### src/rtl/calc_pkg.sv
package calc_pkg;

    // Operand width the structs are built for
    parameter int DATA_WIDTH = 16;

    typedef enum logic [1:0] {
        OP_ADD = 2'd0,  // Carry out is overflow
        OP_SUB = 2'd1,  // Borrow is overflow
        OP_MUL = 2'd2   // Nonzero high half is overflow
    } calc_op_t;

    // One calculation as issued by the keypad side
    typedef struct packed {
        calc_op_t               op;
        logic [DATA_WIDTH-1:0]  operand_a;  // Left of the operator
        logic [DATA_WIDTH-1:0]  operand_b;  // Right of the operator
    } calc_job_t;

    // Result word toward the display
    typedef struct packed {
        logic [DATA_WIDTH-1:0]  value;      // Low WIDTH bits, wrapped
        logic                   overflow;   // Result did not fit
    } calc_result_t;

endpackage

### src/rtl/key_pkg.sv
package key_pkg;

    // Keypad codes, digits first so a range test finds them
    typedef enum logic [3:0] {
        KEY_0     = 4'd0,
        KEY_1     = 4'd1,
        KEY_2     = 4'd2,
        KEY_3     = 4'd3,
        KEY_4     = 4'd4,
        KEY_5     = 4'd5,
        KEY_6     = 4'd6,
        KEY_7     = 4'd7,
        KEY_8     = 4'd8,
        KEY_9     = 4'd9,
        KEY_ADD   = 4'd10,  // Plus
        KEY_SUB   = 4'd11,  // Minus
        KEY_MUL   = 4'd12,  // Times
        KEY_EQUAL = 4'd13,  // Issues the job
        KEY_CLEAR = 4'd14   // Back to first operand
    } key_code_t;

    typedef struct packed {
        logic      press;   // One-cycle strobe
        key_code_t code;    // Valid with press
    } key_event_t;

endpackage
### src/rtl/calc_top.sv
`timescale 1ns/10ps

module calc_top #(
    parameter int WIDTH = calc_pkg::DATA_WIDTH
) (
    input  logic                   clk,
    input  logic                   nRST,
    input  key_pkg::key_event_t    key,
    input  logic                   result_ready,
    output calc_pkg::calc_result_t result,
    output logic                   result_valid
);
    import calc_pkg::*;

    calc_job_t    job;          // Keypad side to controller
    logic         job_valid;
    logic         job_ready;
    calc_result_t res;          // Controller to output register
    logic         res_valid;
    logic         res_ready;

    key_entry #(
        .WIDTH(WIDTH)
    ) i_key_entry (
        .clk       (clk),
        .nRST      (nRST),
        .key       (key),
        .job_ready (job_ready),
        .job       (job),
        .job_valid (job_valid)
    );

    calc_control #(
        .WIDTH(WIDTH)
    ) i_calc_control (
        .clk       (clk),
        .nRST      (nRST),
        .job       (job),
        .job_valid (job_valid),
        .res_ready (res_ready),
        .job_ready (job_ready),
        .res       (res),
        .res_valid (res_valid)
    );

    result_stage i_result_stage (
        .clk          (clk),
        .nRST         (nRST),
        .res          (res),
        .res_valid    (res_valid),
        .result_ready (result_ready),
        .res_ready    (res_ready),
        .result       (result),
        .result_valid (result_valid)
    );

endmodule

### src/rtl/result_stage.sv
`timescale 1ns/10ps

module result_stage (
    input  logic                   clk,
    input  logic                   nRST,
    input  calc_pkg::calc_result_t res,
    input  logic                   res_valid,
    input  logic                   result_ready,
    output logic                   res_ready,
    output calc_pkg::calc_result_t result,
    output logic                   result_valid
);
    // Room when empty or the held word leaves now
    assign res_ready = !result_valid || result_ready;

    always_ff @(posedge clk or posedge nRST) begin
        if (nRST) begin
            result_valid <= 1'b0;
        end else if (res_ready) begin
            result_valid <= res_valid;      // Refill or drain
        end
    end

    always_ff @(posedge clk) begin
        if (res_ready && res_valid) begin
            result <= res;                  // Held until display takes it
        end
    end

endmodule

### src/rtl/calc_control.sv
`timescale 1ns/10ps

module calc_control #(
    parameter int WIDTH = calc_pkg::DATA_WIDTH
) (
    input  logic                   clk,
    input  logic                   nRST,
    input  calc_pkg::calc_job_t    job,
    input  logic                   job_valid,
    input  logic                   res_ready,
    output logic                   job_ready,
    output calc_pkg::calc_result_t res,
    output logic                   res_valid
);
    import calc_pkg::*;

    if (WIDTH != DATA_WIDTH) begin : g_width_check
        $error("calc_control WIDTH must equal calc_pkg::DATA_WIDTH");
    end

    typedef enum logic [1:0] {
        CTL_IDLE,       // Ready for a job
        CTL_WAIT_MUL,   // Multiplier running
        CTL_DONE        // Result offered downstream
    } ctl_state_t;

    ctl_state_t         state, state_next;
    logic               accept;         // Job transfer this cycle
    logic [WIDTH:0]     sum_ext;        // Extra bit holds carry or borrow
    logic [WIDTH-1:0]   mul_a, mul_b;   // Operands held for the multiplier
    logic               mul_start;
    logic               mul_finish;
    logic [2*WIDTH-1:0] product;

    shift_add_multiplier #(
        .WIDTH(WIDTH)
    ) i_multiplier (
        .clk          (clk),
        .nRST         (nRST),
        .start        (mul_start),
        .multiplicand (mul_a),
        .multiplier   (mul_b),
        .product      (product),
        .finish       (mul_finish)
    );

    always_comb begin
        accept     = job_valid && job_ready;
        state_next = state;
        case (state)
            CTL_IDLE:     if (accept) state_next = (job.op == OP_MUL) ? CTL_WAIT_MUL : CTL_DONE;
            CTL_WAIT_MUL: if (mul_finish) state_next = CTL_DONE;
            CTL_DONE:     if (res_ready) state_next = CTL_IDLE;
            default:      state_next = CTL_IDLE;
        endcase
        if (job.op == OP_SUB) begin
            sum_ext = {1'b0, job.operand_a} - {1'b0, job.operand_b};    // MSB set on borrow
        end else begin
            sum_ext = {1'b0, job.operand_a} + {1'b0, job.operand_b};    // MSB is carry
        end
    end

    assign res_valid = (state == CTL_DONE);

    always_ff @(posedge clk or posedge nRST) begin
        if (nRST) begin
            state     <= CTL_IDLE;
            job_ready <= 1'b0;              // Comes up one cycle after reset
            mul_start <= 1'b0;
        end else begin
            state     <= state_next;
            job_ready <= (state_next == CTL_IDLE);
            mul_start <= accept && (job.op == OP_MUL);  // Pulse with operands
        end
    end

    always_ff @(posedge clk) begin
        if (accept) begin
            mul_a <= job.operand_a;
            mul_b <= job.operand_b;
            if (job.op != OP_MUL) begin     // Add and sub settle right away
                res.value    <= sum_ext[WIDTH-1:0];
                res.overflow <= sum_ext[WIDTH];
            end
        end
        if ((state == CTL_WAIT_MUL) && mul_finish) begin
            res.value    <= product[WIDTH-1:0];
            res.overflow <= |product[2*WIDTH-1:WIDTH];  // High half nonzero
        end
    end

endmodule

### src/rtl/key_entry.sv
`timescale 1ns/10ps

module key_entry #(
    parameter int WIDTH = calc_pkg::DATA_WIDTH
) (
    input  logic                clk,
    input  logic                nRST,
    input  key_pkg::key_event_t key,
    input  logic                job_ready,
    output calc_pkg::calc_job_t job,
    output logic                job_valid
);
    import key_pkg::*;
    import calc_pkg::*;

    if (WIDTH != DATA_WIDTH) begin : g_width_check
        $error("key_entry WIDTH must equal calc_pkg::DATA_WIDTH");
    end

    typedef enum logic {
        ENTRY_FIRST,    // Building operand A
        ENTRY_SECOND    // Building operand B
    } entry_state_t;

    entry_state_t     state;
    logic             digit_key;    // Press of 0 to 9
    logic             op_key;       // Press of plus, minus or times
    logic [WIDTH-1:0] digit_ext;    // Digit widened to operand size

    // Operand times ten plus digit, wraps at 2^WIDTH
    function automatic logic [WIDTH-1:0] shift_in(input logic [WIDTH-1:0] value,
                                                  input logic [WIDTH-1:0] digit);
        return (value << 3) + (value << 1) + digit;
    endfunction

    function automatic calc_op_t key_to_op(input key_code_t code);
        case (code)
            KEY_SUB: return OP_SUB;
            KEY_MUL: return OP_MUL;
            default: return OP_ADD;
        endcase
    endfunction

    always_comb begin
        digit_key = key.press && (key.code <= KEY_9);
        op_key    = key.press && (key.code inside {KEY_ADD, KEY_SUB, KEY_MUL});
        digit_ext = WIDTH'(key.code);
    end

    always_ff @(posedge clk or posedge nRST) begin
        if (nRST) begin
            state     <= ENTRY_FIRST;
            job       <= '0;
            job_valid <= 1'b0;
        end else if (job_valid && job_ready) begin   // Handed off, start fresh
            state         <= ENTRY_FIRST;
            job_valid     <= 1'b0;
            job.operand_a <= '0;
            job.operand_b <= '0;
        end else if (key.press && (key.code == KEY_CLEAR)) begin
            state <= ENTRY_FIRST;
            if (!job_valid) begin                    // Pending job stays intact
                job.operand_a <= '0;
                job.operand_b <= '0;
            end
        end else if (!job_valid) begin               // Keys dropped while waiting
            case (state)
                ENTRY_FIRST: begin
                    if (digit_key) begin
                        job.operand_a <= shift_in(job.operand_a, digit_ext);
                    end else if (op_key) begin
                        job.op <= key_to_op(key.code);
                        state  <= ENTRY_SECOND;
                    end
                end
                ENTRY_SECOND: begin
                    if (digit_key) begin
                        job.operand_b <= shift_in(job.operand_b, digit_ext);
                    end else if (key.press && (key.code == KEY_EQUAL)) begin
                        job_valid <= 1'b1;           // Hold until accepted
                    end
                end
                default: state <= ENTRY_FIRST;
            endcase
        end
    end

endmodule

### src/rtl/shift_add_multiplier.sv
`timescale 1ns/10ps

module shift_add_multiplier #(
    parameter int WIDTH = calc_pkg::DATA_WIDTH
) (
    input  logic               clk,
    input  logic               nRST,
    input  logic               start,
    input  logic [WIDTH-1:0]   multiplicand,
    input  logic [WIDTH-1:0]   multiplier,
    output logic [2*WIDTH-1:0] product,
    output logic               finish
);
    localparam int CNT_W = $clog2(WIDTH + 1);

    logic [2*WIDTH-1:0] acc;        // Partial product
    logic [2*WIDTH-1:0] mcand_sh;   // Multiplicand, moves left each step
    logic [WIDTH-1:0]   mplier_sh;  // Multiplier, LSB tested each step
    logic [CNT_W-1:0]   count;      // Steps left
    logic               busy;

    assign product = acc;           // Final once finish pulses

    always_ff @(posedge clk or posedge nRST) begin
        if (nRST) begin
            busy   <= 1'b0;
            count  <= '0;
            finish <= 1'b0;
        end else if (start) begin
            busy   <= 1'b1;
            count  <= CNT_W'(WIDTH);
            finish <= 1'b0;
        end else if (busy) begin
            count <= count - 1'b1;
            if (count == CNT_W'(1)) begin   // Last bit this cycle
                busy   <= 1'b0;
                finish <= 1'b1;
            end
        end else begin
            finish <= 1'b0;                 // Single-cycle pulse
        end
    end

    always_ff @(posedge clk) begin
        if (start) begin
            acc       <= '0;
            mcand_sh  <= {{WIDTH{1'b0}}, multiplicand};
            mplier_sh <= multiplier;
        end else if (busy) begin
            if (mplier_sh[0]) begin
                acc <= acc + mcand_sh;      // Add shifted multiplicand
            end
            mcand_sh  <= mcand_sh << 1;
            mplier_sh <= mplier_sh >> 1;
        end
    end

endmodule

### config.mk
export PLATFORM = sky130hd
export DESIGN_NAME = calc_top
export DESIGN_NICKNAME = d
export VERILOG_FILES = /design/src/rtl/calc_pkg.sv /design/src/rtl/key_pkg.sv /design/src/rtl/calc_top.sv /design/src/rtl/result_stage.sv /design/src/rtl/calc_control.sv /design/src/rtl/key_entry.sv /design/src/rtl/shift_add_multiplier.sv
export SDC_FILE = /design/constraint.sdc
export NUM_CORES = 1
export LEC_CHECK = 0
export BUFFER_PORTS_ARGS = -buffer_cell sky130_fd_sc_hd__buf_2
export CORE_AREA = 5 5 169 171
export CTS_CLUSTER_SIZE = 12
export DETAILED_ROUTE_END_ITERATION = 10
export DIE_AREA = 0 0 174 176
export SYNTH_ARGS = -nofsm -noshare
export SYNTH_HDL_FRONTEND = slang
export SYNTH_SLANG_ARGS = --single-unit
### constraint.sdc
create_clock -name clk -period 7.3 [get_ports clk]
set_input_delay 1.095 -clock clk [delete_from_list [all_inputs] [get_ports clk]]
set_output_delay 1.095 -clock clk [all_outputs]
set_load 0.02 [all_outputs]
Word-level counts from Yosys, hierarchy flattened
Cells that the tools add are included.
{"block": "classes", "reduce_logical": 24, "n_bitwise": 5, "add_sub_neg": 8, "mux": 42, "magnitude_cmp": 1, "n_eq_ne": 16}
{"operator": "16-bit 2-to-1 mux", "count": 8}
{"operator": "32-bit 2-to-1 mux", "count": 4}
{"operator": "17-bit 2-to-1 mux", "count": 4}
{"operator": "16-bit adder", "count": 2}
{"operator": "16-bit by 4-bit adder with 16-bit output", "count": 2}
{"operator": "32-bit adder", "count": 1}
{"operator": "4-bit == test (second input constant)", "count": 5}
{"operator": "1-bit 2-to-1 mux", "count": 18}
{"operator": "16-bit by 16-bit adder with 17-bit output", "count": 1}
{"operator": "16-bit by 16-bit subtractor with 17-bit output", "count": 1}
{"operator": "16-bit OR reduction", "count": 1}
{"operator": "5-bit 2-to-1 mux", "count": 2}
{"operator": "3-bit nonzero test", "count": 3}
{"operator": "1-bit logical AND", "count": 8}
{"operator": "2-bit 2-to-1 mux", "count": 4}
{"operator": "3-bit by 2-bit != test with 1-bit output (second input constant)", "count": 2}
{"operator": "2-bit one-hot mux with 3 select lines", "count": 1}
{"operator": "3-bit AND reduction", "count": 2}
{"operator": "6-bit AND reduction", "count": 1}
{"operator": "2-bit nonzero test", "count": 3}
{"operator": "5-bit by 1-bit == test with 1-bit output (second input constant)", "count": 1}
{"operator": "1-bit NOT", "count": 5}
{"operator": "5-bit by 1-bit subtractor with 5-bit output (second input constant)", "count": 1}
{"operator": "2-bit by 1-bit == test with 1-bit output (second input constant)", "count": 2}
{"operator": "10 further kinds", "count": 14}
{"block": "totals", "elab_cells": 118, "ff_bits": 194, "input_bits": 8}

Logic depth before layout (Yosys ltp)
{"block": "logic_depth", "word_depth": 9, "mapped_depth": 15, "ltp_nobuf": 15}

Hierarchy
A second synthesis with hierarchy kept.
{"block": "hier_totals", "cells_unflattened": 1155, "area_unflattened_um2": 11669.9}
{"module": "shift_add_multiplier", "cells_each": 527, "area_per_inst_um2": 4992.3, "n_inst": 1}
{"module": "calc_control", "cells_each": 292, "area_per_inst_um2": 3100.5, "n_inst": 1}
{"module": "key_entry", "cells_each": 314, "area_per_inst_um2": 3009.1, "n_inst": 1}
{"module": "result_stage", "cells_each": 22, "area_per_inst_um2": 568.0, "n_inst": 1}

Least setup slack after synthesis
Ideal clock, no wire load.
{"block": "synth_path", "path_type": "input to register", "start": "input port key[3] (netlist bit)", "end": "register, netlist name i_key_entry.job[30]", "setup_slack_ns": 3.549, "cell_stages": 11, "t_arrival_ns": 3.630, "path_cell_list": "fa_1 -> fa_1 -> a21o_1 -> a21oi_1 -> o21bai_1 -> a211oi_1 -> o311ai_0 -> a21o_1 -> a21oi_1 -> xnor2_1 -> a22o_1"}
{"block": "synth_via", "elab_chain_cells": 6, "word_cells_on_any_way": 13}
{"item": "from (decl)", "line": "calc_top.sv:8", "text": "input key_pkg::key_event_t key,"}
{"item": "16-bit by 4-bit adder with 16-bit output", "line": "key_entry.sv:33", "text": "return (value << 3) + (value << 1) + digit;"}
{"item": "16-bit 2-to-1 mux", "line": "key_entry.sv:69", "text": "if (digit_key) begin"}
{"item": "16-bit 2-to-1 mux", "line": "key_entry.sv:67", "text": "case (state)"}
{"item": "32-bit 2-to-1 mux", "line": "key_entry.sv:66", "text": "end else if (!job_valid) begin"}
{"item": "32-bit 2-to-1 mux", "line": "key_entry.sv:60", "text": "end else if (key.press && (key.code == KEY_CLEAR)) begin"}
{"item": "32-bit 2-to-1 mux", "line": "key_entry.sv:55", "text": "end else if (job_valid && job_ready) begin"}
Parallel ways exist; a longest one is shown, timed or not. The select of a mux whose other input is x is not followed.
A chain may end at the register's enable or synchronous reset.

Worst setup path after layout
{"block": "layout_path", "start": "register, netlist name i_key_entry.job[0]", "end": "register, netlist name i_calc_control.res[0]"}
{"block": "layout_via", "elab_chain_cells": 5, "word_cells_on_any_way": 6}
{"item": "16-bit by 16-bit adder with 17-bit output or 16-bit by 16-bit subtractor with 17-bit output (tied branches)", "line": "calc_control.sv:59, calc_control.sv:57"}
{"item": "17-bit 2-to-1 mux (*)", "line": "calc_control.sv:56", "text": "if (job.op == OP_SUB) begin"}
{"item": "17-bit 2-to-1 mux (*)", "line": "calc_control.sv:81", "text": "if (job.op != OP_MUL) begin"}
{"item": "17-bit 2-to-1 mux (*)", "line": "calc_control.sv:78", "text": "if (accept) begin"}
{"item": "17-bit 2-to-1 mux (*)", "line": "calc_control.sv:86", "text": "if ((state == CTL_WAIT_MUL) && mul_finish) begin"}
Every way passes the cells marked *; elsewhere a longest branch is shown, timed or not. The select of a mux whose other input is x is not followed.

==> impl_metrics.env <==
export IMPL_slew_headroom_pct=27.5
export IMPL_post_route_period_util_pct=53.4
export IMPL_multi_input_area_um2=5770
export IMPL_hold_buffers=0
export IMPL_cts_setup_buffers=0
export IMPL_power_density_nw_per_um2=529
export IMPL_pwr_share_seq_pct=30.8
export IMPL_path_cells="inv_1 > ha_1 > mux2i_1 > fa_1 > a21o_1 > a21oi_1 > o21ai_0 > o211a_1 > o41a_1 > a21oi_1 > o21ai_0 > xnor2_1 > a21oi_1"
export IMPL_crit_path_frequent_cell="a21oi_1"
export IMPL_crit_slowest_cell="dfrtp_1"
export IMPL_ctsResizeCount=0
export IMPL_n_antenna_cell=0
export IMPL_vdd_drop_max_uv=212
export IMPL_endpoint_kind="flop"
export IMPL_finalHoldViolCount=0
export IMPL_yosysMostFrequentCell="nand2_1"
export IMPL_synth_area_per_cell_um2=10.4
export IMPL_tns_ns=0
export IMPL_internal_power_mw=3.68
export IMPL_die_h_um=176
export IMPL_syn_area_um2=11100
export IMPL_comb_power_share_pct=54.5
export IMPL_p_leak_nw=5.15
export IMPL_setup_viol=0
export IMPL_drtPass1Iterations=5
export IMPL_wl_per_cell_um=16.4
export IMPL_ioPinCount=26
export IMPL_rsz0062_at_grt="no"
export IMPL_final_fill_count=2485
export IMPL_post_dp_cell_area_um2=11600
export IMPL_critPathKind="reg -> reg"
export IMPL_antenna_found_initial=0
export IMPL_clk_latency_ns=0.45
export IMPL_grt_first_pass_wirelength_mm=39.0
export IMPL_cts_buffers=17
export IMPL_cts_tree="done"
export IMPL_syn_inst=1069
export IMPL_synthFlopType="edfxtp_1"
export IMPL_hpwl_mm=17.0
export IMPL_die_area_um2=30600
export IMPL_synthesis_nets=1185
export IMPL_avgViaCountPerCell=5.43
export IMPL_synth_edf_count=98
export IMPL_fin_skew_ns=0.0171
export IMPL_yosysUniqueCellTypes=64
export IMPL_yosys_register_bits=194
export IMPL_path_max_fanout=7
export IMPL_synthToLayoutAreaGrowth_pct=9.99
export IMPL_yosys_top_cells_count="108 x nand2_1, 102 x ha_1, 98 x edfxtp_1"
export IMPL_nets=1206
export IMPL_min_path_type="reg -> reg"
export IMPL_core_rowCount=60
export IMPL_seqCellArea_um2=5110
export IMPL_clk_path_buf_depth=2
export IMPL_drive_gt1_share_pct=9.97
export IMPL_status="finished clean"
export IMPL_track_usage_pct=15.7
export IMPL_pwr_share_clk_pct=14.7
export IMPL_drc=0
export IMPL_yosys_area_top_type="edfxtp_1"
export IMPL_async_reset_ff_share_pct=24.7
export IMPL_synth_top_area_share_pct=26.4
export IMPL_first_iter_violations=477
export IMPL_cts_sinks=194
export IMPL_io_buffers=25
export IMPL_fmax_mhz=256
export IMPL_yosysSeqAreaShare_pct=45.9
export IMPL_yosys_top_cells_area="edfxtp_1 26%, ha_1 11%, dfrtp_1 11%, dfxtp_1 8.6%, xnor2_1 4.2%"
export IMPL_clk_pin_slew_ns=0.08
export IMPL_worst_pin_slew_ns=1.08
export IMPL_ant_nets=0
export IMPL_place_gp_congestion=0.865
export IMPL_cts_root_buf="clkbuf_16"
export IMPL_grt_pass1_vias=7511
export IMPL_report_final_slew_viol_count=0
export IMPL_wirelength_mm=23.6
export IMPL_core_area_um2=26700
export IMPL_worst_ep_required_time_ns=7.47
export IMPL_vias=7840
export IMPL_grt_max_degree=68
export IMPL_post_route_cell_area_um2=12200
export IMPL_startpoint_type="flop"
export IMPL_cp_slowest_stage_delay_ns=0.62
export IMPL_globalRouteOverflowTotal=0
export IMPL_yosysWarnings=0
export IMPL_crit_arrival_ns=4.08
export IMPL_start_util_pct=41.7
export IMPL_ctsHtreeMaxLevel=4
export IMPL_swShare_pct=43.1
export IMPL_max_cap_viol_count=0
export IMPL_min_period_ns=3.90
export IMPL_die_width_um=174
export IMPL_finalPower_mw=6.47
export IMPL_switching_power_mw=2.79
-- power by group through the flow --
stage	Clock, mW	Sequential, mW	Combinational [mW]
after floorplan	0	1.86	2.85
after global placement	0	2.01	3.47
after detailed placement	0	2.01	3.52
after CTS	0.972	1.99	3.54
after global routing	1.02	2.05	4.00
final	0.951	1.99	3.53
-- state kept, by name, summed over array words and instances (netlist names) --
signal	flops
i_calc_control.job_ready	1
i_key_entry.job	34
i_calc_control.i_multiplier.mcand_sh	32
i_calc_control.state	2
i_calc_control.mul_start	1
i_key_entry.state	1
i_result_stage.result_valid	1
i_result_stage.result	17
i_calc_control.mul_b	16
i_key_entry.job_valid	1
i_calc_control.i_multiplier.busy	1
i_calc_control.i_multiplier.mplier_sh	16
i_calc_control.res	17
i_calc_control.i_multiplier.count	5
i_calc_control.mul_a	16
i_calc_control.i_multiplier.product	32
i_calc_control.i_multiplier.finish	1
-- critical path: cells and delay by family (launching register included) --
kind	cells	cell delay, ns
AO/OA/AOI/OAI	8	1.70
adder cells (fa/ha/maj)	2	0.77
multiplexers	1	0.15
XOR/XNOR	1	0.32
buffers and inverters	1	0.09
flip-flops	1	0.62
-- per-layer routing --
layer,vias to the layer above,GRT usage [%],routed length [µm]
met5,-,0,0
met4,0,4.52,380
met2,134,25.1,10600
met3,27,2.61,971
li1,3969,-,-
met1,3710,22.3,11700
-- cell families (layout without fill, tap and decap cells) --
kind of cell / count (synthesis) / in the layout / synth area share, %
simple gates: 313 / 313 / 13.0
fa+ha+maj: 108 / 108 / 12.5
buf+inv: 70 / 104 / 2.36
flops: 194 / 194 / 45.9
xor+xnor: 80 / 80 / 6.29
compound gates: 254 / 254 / 15.1
mux: 50 / 50 / 4.84
-- cell usage in the layout (no fill, tap or decap), types with 4 or more instances in the layout --
cell type  count
o41ai_1        4
a22o_1        15
o31a_1         4
mux2i_1       19
a21o_1        23
dfxtp_1       48
nand4_1        9
inv_1         36
nor2b_1        9
nor2_1        89
o21a_1         9
a21oi_1       79
edfxtp_1      98
nand2_1      108
fa_1           6
clkbuf_16     18
o21ai_0       41
buf_4         10
o31ai_1       14
mux2_2        31
dfrtp_1       47
a211oi_1      13
o21bai_1      10
nand2b_1       9
ha_1         102
xnor2_1       54
nor4_1         8
a31oi_1        8
buf_2         25
nor3_1        26
inv_8          6
or3_1          7
nand3_1       17
and2_1         7
xor2_1        26
o311ai_0       5
nand3b_1       4
-- cell type report --
class | count | share of cell area [%]
Clock buffer | 18 | 3.68
Multi-Input combinational cell | 805 | 47.1
Sequential cell | 194 | 41.7
Tap cell | 341 | 3.48
Inverter | 37 | 1.13
Clock inverter | 14 | 1.27
Timing Repair Buffer | 35 | 1.63
-- metrics by stage --
step,hold slack [ns],instances,setup slack [ns],utilization [%]
after floorplan,0.400,1069,3.55,-
after global placement,0.402,1412,3.21,43.6
after detailed placement,0.405,1412,3.22,43.6
after CTS,0.413,1444,3.41,45.8
after global routing,0.420,1444,3.17,45.8
final,0.411,1444,3.40,45.8
-- final timing paths --
| path | startpoint | end | slack, ns | depth (start not counted) |
|---|---|---|---|---|
| min reg2reg | i_calc_control.res[5] | i_result_stage.result[5] | 0.41 | 0 |
| max reg2reg | i_key_entry.job[0] | i_calc_control.res[0] | 3.40 | 13 |
| min | i_calc_control.res[5] | i_result_stage.result[5] | 0.41 | 0 |
| max | i_key_entry.job[0] | i_calc_control.res[0] | 3.40 | 13 |
| max in group asynchronous | nRST | i_calc_control.mul_start | 5.99 | 3 |
| min in group asynchronous | nRST | i_key_entry.job[18] | 0.82 | 3 |
Power figures use the tool's default switching activity.
